**config.mk**
```make
export PLATFORM = sky130hd
export DESIGN_NAME = stream_harness_top
export DESIGN_NICKNAME = d
export VERILOG_FILES = /design/src/hw/harness_ctrl_pkg.sv /design/src/hw/stream_pkg.sv /design/src/hw/load_if.sv /design/src/hw/stream_harness_top.sv /design/src/hw/msg_sink.sv /design/src/hw/msg_queue.sv /design/src/hw/msg_source.sv
export VERILOG_INCLUDE_DIRS = /design/src /design/src/hw
export SDC_FILE = /design/constraint.sdc
export NUM_CORES = 2
export LEC_CHECK = 0
export BUFFER_PORTS_ARGS = -buffer_cell sky130_fd_sc_hd__buf_4
export CAP_MARGIN = 20
export CORE_ASPECT_RATIO = 1.25
export CORE_MARGIN = 2
export CORE_UTILIZATION = 60
export DETAILED_ROUTE_END_ITERATION = 8
export PLACE_DENSITY = 0.76
export RECOVER_POWER = 50
export SLEW_MARGIN = 20
export SYNTH_ARGS = -nofsm -noshare
export SYNTH_HDL_FRONTEND = slang
export SYNTH_SLANG_ARGS = --single-unit
export TNS_END_PERCENT = 100
```
**constraint.sdc**
```tcl
create_clock -name clk -period 4 [get_ports clk]
set_input_delay 1.2 -clock clk [delete_from_list [all_inputs] [get_ports clk]]
set_output_delay 1.2 -clock clk [all_outputs]
set_load 0.02 [all_outputs]
```
**src/hw/harness_cfg.svh**
```systemverilog
// Build-time sizes shared by the packages and the RTL
// Memory depth must be a power of two so index_t covers every entry
// Stall seed must be nonzero or the sink LFSR locks up
`ifndef HARNESS_CFG_SVH
`define HARNESS_CFG_SVH

// Width of one stream message in bits
`define HARNESS_MSG_NBITS 16

// Entries in each of the source and sink memories
`define HARNESS_MAX_MSGS 64

// Reset value of the 16-bit sink stall LFSR
`define HARNESS_STALL_SEED 16'hace1

`endif
```
**src/hw/harness_ctrl_pkg.sv**
```systemverilog
// Control encodings for the load bus and the two state machines
// Load target is a single bit, only source and sink memories exist

package harness_ctrl_pkg;

        // Memory selected by a load bus write
        typedef enum logic {
                load_source = 1'b0,
                load_sink   = 1'b1
        } load_target_e;

        // Source FSM, done is held until the next start
        typedef enum logic [1:0] {src_idle, src_send, src_done} source_state_e;

        // Sink FSM, same shape as the source
        typedef enum logic [1:0] {snk_idle, snk_recv, snk_done} sink_state_e;

endpackage

```
**src/hw/stream_pkg.sv**
```systemverilog
// Data types carried on the stream and used to address the memories
// count_t is one bit wider than index_t so a full memory can be counted

`include "harness_cfg.svh"

package stream_pkg;

        // One message on the val/rdy stream
        typedef logic [`HARNESS_MSG_NBITS-1:0] msg_t;

        // Address into a source or sink memory
        typedef logic [$clog2(`HARNESS_MAX_MSGS)-1:0] index_t;

        // Message count and counter width, holds 0 up to HARNESS_MAX_MSGS
        typedef logic [$clog2(`HARNESS_MAX_MSGS):0] count_t;

endpackage

```
**src/hw/load_if.sv**
```systemverilog
// Host write port into the source and sink memories
// No handshake, each write is a one-cycle strobe on en
`timescale 1ns/1ps

interface load_if;

        // Write strobe, memory selected by target
        logic                           en;
        harness_ctrl_pkg::load_target_e target;
        stream_pkg::index_t             addr;
        stream_pkg::msg_t               data;

        // Host side drives the write
        modport host (output en, output target, output addr, output data);

        // Each memory only listens
        modport mem (input en, input target, input addr, input data);

endinterface

```
**src/hw/stream_harness_top.sv**
```systemverilog
// Source, two-entry queue and checking sink joined in one chain
// Load writes and start share one set of plain ports for both memories
// stall_en only affects the sink, the source never pauses on its own
`timescale 1ns/1ps

module stream_harness_top import stream_pkg::*, harness_ctrl_pkg::*; (
        input  logic         clk,
        input  logic         reset,

        // Host load port
        input  logic         load_en,
        input  load_target_e load_target,
        input  index_t       load_addr,
        input  msg_t         load_data,

        // Run control
        input  logic         start,
        input  count_t       num_msgs,
        input  logic         stall_en,

        // Status
        output logic         source_done,
        output logic         sink_done,
        output count_t       error_count,
        output count_t       recv_count
);

        // ----------------------------------------------------------------------
        // Load bus, driven here from the host side
        // ----------------------------------------------------------------------

        load_if load_bus ();

        assign load_bus.en     = load_en;
        assign load_bus.target = load_target;
        assign load_bus.addr   = load_addr;
        assign load_bus.data   = load_data;

        // Stream links
        logic src_val;
        logic src_rdy;
        msg_t src_msg;
        logic snk_val;
        logic snk_rdy;
        msg_t snk_msg;

        // ----------------------------------------------------------------------
        // Chain
        // ----------------------------------------------------------------------

        msg_source msg_source_inst (
                .clk      (clk),
                .reset    (reset),
                .load     (load_bus.mem),
                .start    (start),
                .num_msgs (num_msgs),
                .val      (src_val),
                .rdy      (src_rdy),
                .msg      (src_msg),
                .done     (source_done)
        );

        msg_queue msg_queue_inst (
                .clk     (clk),
                .reset   (reset),
                .in_val  (src_val),
                .in_rdy  (src_rdy),
                .in_msg  (src_msg),
                .out_val (snk_val),
                .out_rdy (snk_rdy),
                .out_msg (snk_msg)
        );

        msg_sink msg_sink_inst (
                .clk         (clk),
                .reset       (reset),
                .load        (load_bus.mem),
                .start       (start),
                .num_msgs    (num_msgs),
                .stall_en    (stall_en),
                .val         (snk_val),
                .rdy         (snk_rdy),
                .msg         (snk_msg),
                .done        (sink_done),
                .error_count (error_count),
                .recv_count  (recv_count)
        );

endmodule

```
**src/hw/msg_sink.sv**
```systemverilog
// Stream sink that checks each message against an expected-value memory
// Expected memory is indexed by receive order, entry 0 first
// Counters are valid once done rises and hold until the next start
`timescale 1ns/1ps

`include "harness_cfg.svh"

module msg_sink import stream_pkg::*, harness_ctrl_pkg::*; (
        input  logic   clk,
        input  logic   reset,

        // Memory load port
        load_if.mem    load,

        // Run control, num_msgs sampled on start
        input  logic   start,
        input  count_t num_msgs,
        input  logic   stall_en,

        // Incoming stream
        input  logic   val,
        output logic   rdy,
        input  msg_t   msg,

        // Results
        output logic   done,
        output count_t error_count,
        output count_t recv_count
);

        // ----------------------------------------------------------------------
        // Expected-value memory
        // ----------------------------------------------------------------------

        msg_t        exp_mem [0:`HARNESS_MAX_MSGS-1];

        always_ff @(posedge clk) begin
                if (load.en && load.target == load_sink) begin
                        exp_mem[load.addr] <= load.data;
                end
        end

        // ----------------------------------------------------------------------
        // Random stall source
        // ----------------------------------------------------------------------

        // Fibonacci LFSR, taps 16 14 13 11
        logic [15:0] lfsr;

        always_ff @(posedge clk) begin
                if (!reset) begin
                        lfsr <= `HARNESS_STALL_SEED;
                end else begin
                        lfsr <= {lfsr[14:0], lfsr[15] ^ lfsr[13] ^ lfsr[12] ^ lfsr[10]};
                end
        end

        // ----------------------------------------------------------------------
        // Receive FSM and counters
        // ----------------------------------------------------------------------

        sink_state_e state;
        count_t      msg_total;
        index_t      recv_index;
        logic        go;
        logic        mismatch;

        // Ready in recv, thinned by the LFSR when stalling
        assign rdy  = (state == snk_recv) && (!stall_en || lfsr[0]);
        assign done = (state == snk_done);
        assign go   = val && rdy;

        // Receive count never reaches full depth while still receiving
        assign recv_index = recv_count[$bits(index_t)-1:0];
        assign mismatch   = (msg != exp_mem[recv_index]);

        always_ff @(posedge clk) begin
                if (start) begin
                        msg_total <= num_msgs;
                end
        end

        always_ff @(posedge clk) begin
                if (!reset) begin
                        state       <= snk_idle;
                        error_count <= '0;
                        recv_count  <= '0;
                end else if (start) begin
                        error_count <= '0;
                        recv_count  <= '0;
                        state       <= (num_msgs == '0) ? snk_done : snk_recv;
                end else if (go) begin
                        recv_count <= recv_count + count_t'(1);
                        if (mismatch) begin
                                error_count <= error_count + count_t'(1);
                        end
                        // Last expected message just arrived
                        if (recv_count + count_t'(1) == msg_total) begin
                                state <= snk_done;
                        end
                end
        end

endmodule

```
**src/hw/msg_queue.sv**
```systemverilog
// Two-entry val/rdy queue between source and sink
// No bypass path, a message is seen on the output one cycle after entry
// in_rdy depends on occupancy only, so it is low whenever both slots are full
`timescale 1ns/1ps

module msg_queue import stream_pkg::*; (
        input  logic clk,
        input  logic reset,

        // Upstream side
        input  logic in_val,
        output logic in_rdy,
        input  msg_t in_msg,

        // Downstream side
        output logic out_val,
        input  logic out_rdy,
        output msg_t out_msg
);

        // ----------------------------------------------------------------------
        // Circular buffer state
        // ----------------------------------------------------------------------

        msg_t       entries [0:1];
        logic       wr_ptr;
        logic       rd_ptr;
        // Occupancy 0, 1 or 2
        logic [1:0] occupancy;

        logic enq;
        logic deq;

        assign in_rdy  = (occupancy != 2'd2);
        assign out_val = (occupancy != 2'd0);
        assign out_msg = entries[rd_ptr];

        assign enq = in_val && in_rdy;
        assign deq = out_val && out_rdy;

        // Payload slots carry no reset
        always_ff @(posedge clk) begin
                if (enq) begin
                        entries[wr_ptr] <= in_msg;
                end
        end

        // ----------------------------------------------------------------------
        // Pointers and occupancy
        // ----------------------------------------------------------------------

        always_ff @(posedge clk) begin
                if (!reset) begin
                        wr_ptr    <= 1'b0;
                        rd_ptr    <= 1'b0;
                        occupancy <= 2'd0;
                end else begin
                        if (enq) begin
                                wr_ptr <= ~wr_ptr;
                        end
                        if (deq) begin
                                rd_ptr <= ~rd_ptr;
                        end
                        // Simultaneous enq and deq leave occupancy alone
                        if (enq && !deq) begin
                                occupancy <= occupancy + 2'd1;
                        end else if (deq && !enq) begin
                                occupancy <= occupancy - 2'd1;
                        end
                end
        end

endmodule

```
**src/hw/msg_source.sv**
```systemverilog
// Memory-backed stream source, sends num_msgs entries starting at index 0
// Memory holds whatever was last loaded, nothing is cleared on reset
// done stays high after the last transfer until the next start
`timescale 1ns/1ps

`include "harness_cfg.svh"

module msg_source import stream_pkg::*, harness_ctrl_pkg::*; (
        input  logic   clk,
        input  logic   reset,

        // Memory load port
        load_if.mem    load,

        // Run control, num_msgs sampled on start
        input  logic   start,
        input  count_t num_msgs,

        // Outgoing stream
        output logic   val,
        input  logic   rdy,
        output msg_t   msg,

        // High once all messages have gone out
        output logic   done
);

        // ----------------------------------------------------------------------
        // Storage
        // ----------------------------------------------------------------------

        msg_t          src_mem [0:`HARNESS_MAX_MSGS-1];

        source_state_e state;
        index_t        index;
        count_t        msg_total;

        // Host writes aimed at this memory
        always_ff @(posedge clk) begin
                if (load.en && load.target == load_source) begin
                        src_mem[load.addr] <= load.data;
                end
        end

        // ----------------------------------------------------------------------
        // Stream side
        // ----------------------------------------------------------------------

        logic go;
        logic last_xfer;

        // val depends only on state, never on rdy
        assign val  = (state == src_send);
        assign msg  = src_mem[index];
        assign done = (state == src_done);

        assign go        = val && rdy;
        // Index widened to count width for the compare
        assign last_xfer = ({1'b0, index} == msg_total - count_t'(1));

        // Count latched on start so the host may change it mid-run
        always_ff @(posedge clk) begin
                if (start) begin
                        msg_total <= num_msgs;
                end
        end

        always_ff @(posedge clk) begin
                if (!reset) begin
                        state <= src_idle;
                        index <= '0;
                end else if (start) begin
                        // Restart from any state
                        index <= '0;
                        state <= (num_msgs == '0) ? src_done : src_send;
                end else if (go) begin
                        index <= index + index_t'(1);
                        if (last_xfer) begin
                                state <= src_done;
                        end
                end
        end

endmodule

```
# Word level (Yosys, flattened, before mapping)
# Memories as Yosys holds them, arrays and structs flattened. A register that Yosys moved wholly into a read port is not among the register bits.
# Cells that the tools add are included.
[word_totals] register_bits=51 ram_bits=2080 in_bits=35 word_cells=77 memories=3
[op_classes] n_addsub=6 eq_ne=8 n_mux=21 bitwise=7 n_reduce_logical=22
[mem_list] name="msg_sink_inst.exp_mem" words=64 word_bits=16 rd=1 rd_clocked_by_memory_dff=1 write_ports=1 line="msg_sink.sv:35" rtl="msg_t exp_mem [0:`HARNESS_MAX_MSGS-1];"
[mem_list] name="msg_source_inst.src_mem" words=64 word_bits=16 rd=1 rd_clocked_by_memory_dff=1 write_ports=1 line="msg_source.sv:32" rtl="msg_t src_mem [0:`HARNESS_MAX_MSGS-1];"
[mem_list] name="msg_queue_inst.entries" words=2 word_bits=16 rd=1 rd_clocked_by_memory_dff=1 write_ports=1 line="msg_queue.sv:25" rtl="msg_t entries [0:1];"
[ops] cell="$mux 6" n=4
[ops] cell="$mux 2" n=9
[ops] cell="$ne 16x16->1" n=1
[ops] cell="$add 7x1->7 const B" n=2
[ops] cell="$reduce_bool 2->1" n=6
[ops] cell="$mux 1" n=8
[ops] cell="$eq 6x7->1" n=1
[ops] cell="$eq 7x7->1" n=1
[ops] cell="$logic_and 1x1->1" n=7
[ops] cell="$logic_not 7->1" n=1
[ops] cell="$sub 7x1->7 const B" n=1
[ops] cell="$add 6x1->6 const B" n=1
[ops] cell="$reduce_and 2->1" n=3
[ops] cell="$eq 2x1->1 const B" n=2
[ops] cell="$eq 2x2->1 const B" n=2
[ops] cell="$not 1->1" n=4
[ops] cell="$logic_not 1->1" n=3
[ops] cell="$xor 1x1->1" n=3
[ops] cell="$add 2x1->2 const B" n=1
[ops] cell="$ne 2x2->1 const B" n=1
[ops] cell="$reduce_or 2->1" n=1
[ops] cell="$sub 2x1->2 const B" n=1
[ops] cell="$logic_or 1x1->1" n=1

# Longest topological paths before layout
[logic_depth] depth_word=7 depth_mapped=17

# By module
# A second synthesis with hierarchy kept.
[unflattened] cells_unflattened=3990 hier_area_um2=83682.8
[modules_own_cells] mod="msg_sink" instances=1 cells_per_inst=2044 area_each_um2=41980.3 seq_area_each_um2=31720.4
[modules_own_cells] mod="msg_source" instances=1 cells_per_inst=1872 area_each_um2=40308.7 seq_area_each_um2=31240.0
[modules_own_cells] mod="msg_queue" instances=1 cells_per_inst=74 area_each_um2=1393.8 seq_area_each_um2=1061.0

# Worst setup path before layout
# Ideal clock, no wire load.
[synth_timing] kind="input port to flip-flop" from="input load_addr[2]" to="memory msg_sink_inst.exp_mem[44][0] in the netlist's numbering (enable)" arrival_ns=2.933 setup_slack_ns=0.678 stages=5 path_buffers=3 path_cell_list="clkbuf_1 -> or3b_2 -> clkbuf_1 -> clkbuf_1 -> nor2_1"
[synth_lines] element="start, declared" line="stream_harness_top.sv:13" rtl="input index_t load_addr,"
[synth_lines] element="end, declared" line="msg_sink.sv:35"
# Straight into the memory's write port.

# Final worst setup path
[layout_timing] from="input load_data[5]" to="memory msg_source_inst.src_mem[9][5] in the netlist's numbering (data pin)"
[layout_lines] element="start, declared" line="stream_harness_top.sv:14" rtl="input msg_t load_data,"
[layout_lines] element="end, declared" line="msg_source.sv:32"
# Straight into the memory's write port.

==> impl_metrics.env <==
export IMPL_outcome="complete, but fails checks"
export IMPL_violations="capacitance limit, slew limit"
export IMPL_drtPass1Iterations=5
export IMPL_arrival_ns=4.33
export IMPL_finalWorstSetupSlack_ns=0.0785
export IMPL_pwr_share_clk=0.408
export IMPL_crit_required_ns=4.41
export IMPL_cp_startpoint="load_data[5]"
export IMPL_grt_util_all_layers=0.312
export IMPL_cp_num_buf_inv=2
export IMPL_crit_path_max_fanout=60
export IMPL_clkTransAtPathRegs_ns=0.07
export IMPL_ys_warnings_count=0
export IMPL_synth_area_sq_um=82900
export IMPL_numClockSinks=2144
export IMPL_rows=152
export IMPL_ys_seq_elements=2144
export IMPL_power_uw=44300
export IMPL_irDropWorstVdd_uv=507
export IMPL_avgSynthCellArea_sq_um=22.1
export IMPL_grt_max_degree=101
export IMPL_startpoint_type="input port"
export IMPL_htree_num_levels=4
export IMPL_io_pins=51
export IMPL_p_sw_frac=0.203
export IMPL_drt_wl_total_um=214000
export IMPL_antenna_found_initial=7
export IMPL_ys_types=78
export IMPL_synth_ff_type="edfxtp_1"
export IMPL_worst_setup_path_end_kind="flop"
export IMPL_comb_power_share=0.031
export IMPL_power_frac_seq=0.561
export IMPL_fin_worst_skew_ns=0.0238
export IMPL_drv_cap=17
export IMPL_finalCritPeriodShare=0.980
export IMPL_power_density_nw_per_um2=473
export IMPL_crit_cells=2
export IMPL_layout_commonest_cell="edfxtp_1"
export IMPL_finalSetupViolCount=0
export IMPL_synth_seq_area_share=0.769
export IMPL_finalCriticalPeriod_ns=3.92
export IMPL_relSlewSlack=-1.31
export IMPL_cp_endpoint="msg_source_inst.src_mem[9][5]$_DFFE_PP_"
export IMPL_clk_latency_ns=0.83
export IMPL_postCtsHoldBufs=0
export IMPL_synth_fp_nets=3799
export IMPL_critPathKind="in2reg"
export IMPL_reg2reg_slack_ns=0.12
export IMPL_layout_common_cells="2087 x edfxtp_1, 540 x mux4_2, 303 x buf_4"
export IMPL_p_leak_uw=0.0287
export IMPL_cpMaxStageDelayCell="clkbuf_1"
export IMPL_syn2layout_area_growth_pct=13.0
export IMPL_grt_first_pass_wirelength_um=306000
export IMPL_synth_edff_count=2087
export IMPL_cts_tree="yes"
export IMPL_drt_wirelength_per_cell_um=34.9
export IMPL_fill_cells=8283
export IMPL_min_delay_path_class="reg2reg"
export IMPL_fmax_mhz=255
export IMPL_critical_path_top_delay_family="buffers and inverters"
export IMPL_worstMarginPinSlew_ns=3.46
export IMPL_grt_pass1_vias=41800
export IMPL_drtIter0Drc=5496
export IMPL_ant_nets=0
export IMPL_port_buffer_count=50
export IMPL_vias_per_cell=6.71
export IMPL_fin_nets=4174
export IMPL_worstPathCellList="clkbuf_1 > clkbuf_2"
export IMPL_fp_coreArea_sq_um=137000
export IMPL_r2r_end="msg_sink_inst.error_count[4]$_SDFFE_PP0P_"
export IMPL_dieArea_sq_um=141000
export IMPL_p_sw_uw=8970
export IMPL_place_gp_congestion=0.905
export IMPL_hold_viol=0
export IMPL_drive_gt1_frac=0.293
export IMPL_rsz0062_at_grt="false"
export IMPL_cts_buffer_depth=3
export IMPL_initial_core_util=0.604
export IMPL_cts_made_buffers=191
export IMPL_die_h_um=420
export IMPL_slew_violations=1098
export IMPL_syn_instance_count=3759
export IMPL_via_count=41300
export IMPL_rr_worst_depth=13
export IMPL_hold_depth=1
export IMPL_die_w_um=337
export IMPL_place_ws_ns=-0.00652
export IMPL_drc=0
export IMPL_crit_path_max_incr_delay_ns=1.78
export IMPL_overflow=0
export IMPL_cts_root_buf="clkbuf_16"
export IMPL_synthArstFlopShare=0
export IMPL_p_int_uw=35300
export IMPL_dp_hpwl_um=130000
[synthesized netlist by cell type, drive strengths merged (8+ instances only)]
cell type / count / area (sq um)
nor2: 183 / 689
and2: 22 / 138
o21ai: 25 / 125
nand3: 42 / 210
nor3: 16 / 90.1
nand3b: 8 / 60.1
xnor2: 16 / 140
a31oi: 9 / 56.3
mux2i: 123 / 1230
xor2: 26 / 228
or3: 8 / 50.1
dfxtp: 57 / 1140
clkbuf: 86 / 323
a221oi: 25 / 231
o22ai: 15 / 93.8
edfxtp: 2087 / 62700
nor4: 9 / 77.6
nand2: 75 / 282
a21oi: 20 / 100
mux4: 545 / 12300
buf: 117 / 781
mux2: 18 / 203
nor2b: 25 / 156
nand2b: 21 / 131
a22oi: 60 / 450
nand4: 17 / 113
[metrics by stage]
| stage | utilization | std cells | hold slack [ns] | cell area [sq um] | setup TNS (ns) |
|---|---|---|---|---|---|
| 3_3_place_gp | 0.639 | 5789 | 0.388 | 87700 | 0 |
| 6_report | 0.682 | 6151 | 0.404 | 93700 | 0 |
| 2_1_floorplan | - | 3759 | 0.386 | 82900 | 0 |
| 4_1_cts | 0.684 | 6148 | 0.400 | 93900 | 0 |
| 3_5_place_dp | 0.639 | 5789 | 0.392 | 87700 | -0.00652 |
| 5_1_grt | 0.682 | 6148 | 0.417 | 93700 | 0 |
[final cells by class]
cell class | count | area [sq um] | share of cell area
Clock buffer | 254 | 5190 | 0.0554
Sequential cell | 2144 | 63800 | 0.681
Clock inverter | 105 | 962 | 0.0103
Multi-Input combinational cell | 1406 | 18100 | 0.193
Antenna cell | 3 | 7.51 | 0.0000801
Tap cell | 1848 | 2310 | 0.0247
Timing Repair Buffer | 385 | 3240 | 0.0346
Inverter | 6 | 22.5 | 0.000240
[state kept, by name, indices dropped and copies added, names as in the netlist, named ones only]
signal / count
msg_queue_inst.occupancy: 2
msg_queue_inst.entries: 32
msg_sink_inst.error_count: 7
msg_sink_inst.lfsr: 16
msg_sink_inst.exp_mem: 1024
msg_sink_inst.state: 2
msg_queue_inst.rd_ptr: 1
msg_source_inst.index: 6
msg_sink_inst.recv_count: 7
msg_sink_inst.msg_total: 7
msg_queue_inst.wr_ptr: 1
msg_source_inst.state: 2
msg_source_inst.src_mem: 1024
[power groups by stage]
stage	clock [uW]	combinational [uW]	sequential [uW]
2_1_floorplan	0	634	25300
3_3_place_gp	0	1350	25300
3_5_place_dp	0	1390	25300
4_1_cts	18200	1410	24800
5_1_grt	19000	1460	24800
6_report	18000	1390	24800
[layer usage]
layer / global-route usage / wire (um) / vias to the layer above / part of all wire
li1: - / - / 16600 / -
met4: 0.158 / 12900 / 12 / 0.060
met1: 0.405 / 73100 / 21600 / 0.34
met3: 0.0512 / 20700 / 523 / 0.096
met5: 0 / 69 / - / 0.00032
met2: 0.517 / 108000 / 2572 / 0.50
[kinds of logic (layout without fill, tap and decap cells)]
| kind of cell | count (synthesis) | after routing | share of synthesized area |
|---|---|---|---|
| other | 0 | 3 | 0 |
| muxes | 686 | 686 | 0.166 |
| AOI/OAI and AO/OA | 207 | 207 | 0.0183 |
| and+or+nand+nor | 466 | 466 | 0.0281 |
| adders and majority gates | 5 | 5 | 0.000754 |
| xor gates and xnor gates | 42 | 42 | 0.00444 |
| buffers and inverters | 209 | 750 | 0.0136 |
| DFF | 2144 | 2144 | 0.769 |
[what timing repair did]
action,4_1_cts,5_1_grt
setup buffers,0,0
endpoints found under the hold margin,0,0
endpoints found under the setup margin,0,7
resized for setup,0,4
[worst min path at each step]
stage                                      startpoint                           endpoint  slack [ns]
finish               msg_sink_inst.lfsr[5]$_SDFF_PN1_   msg_sink_inst.lfsr[6]$_SDFF_PN1_        0.40
global route        msg_sink_inst.lfsr[14]$_SDFF_PN0_  msg_sink_inst.lfsr[15]$_SDFF_PN1_        0.42
CTS                  msg_sink_inst.lfsr[5]$_SDFF_PN1_   msg_sink_inst.lfsr[6]$_SDFF_PN1_        0.40
detailed placement   msg_sink_inst.lfsr[4]$_SDFF_PN0_   msg_sink_inst.lfsr[5]$_SDFF_PN1_        0.39
global placement     msg_sink_inst.lfsr[6]$_SDFF_PN1_   msg_sink_inst.lfsr[7]$_SDFF_PN1_        0.39
floorplan            msg_sink_inst.lfsr[9]$_SDFF_PN0_  msg_sink_inst.lfsr[10]$_SDFF_PN1_        0.39
Note: power is estimated with default switching activity, not from simulation.
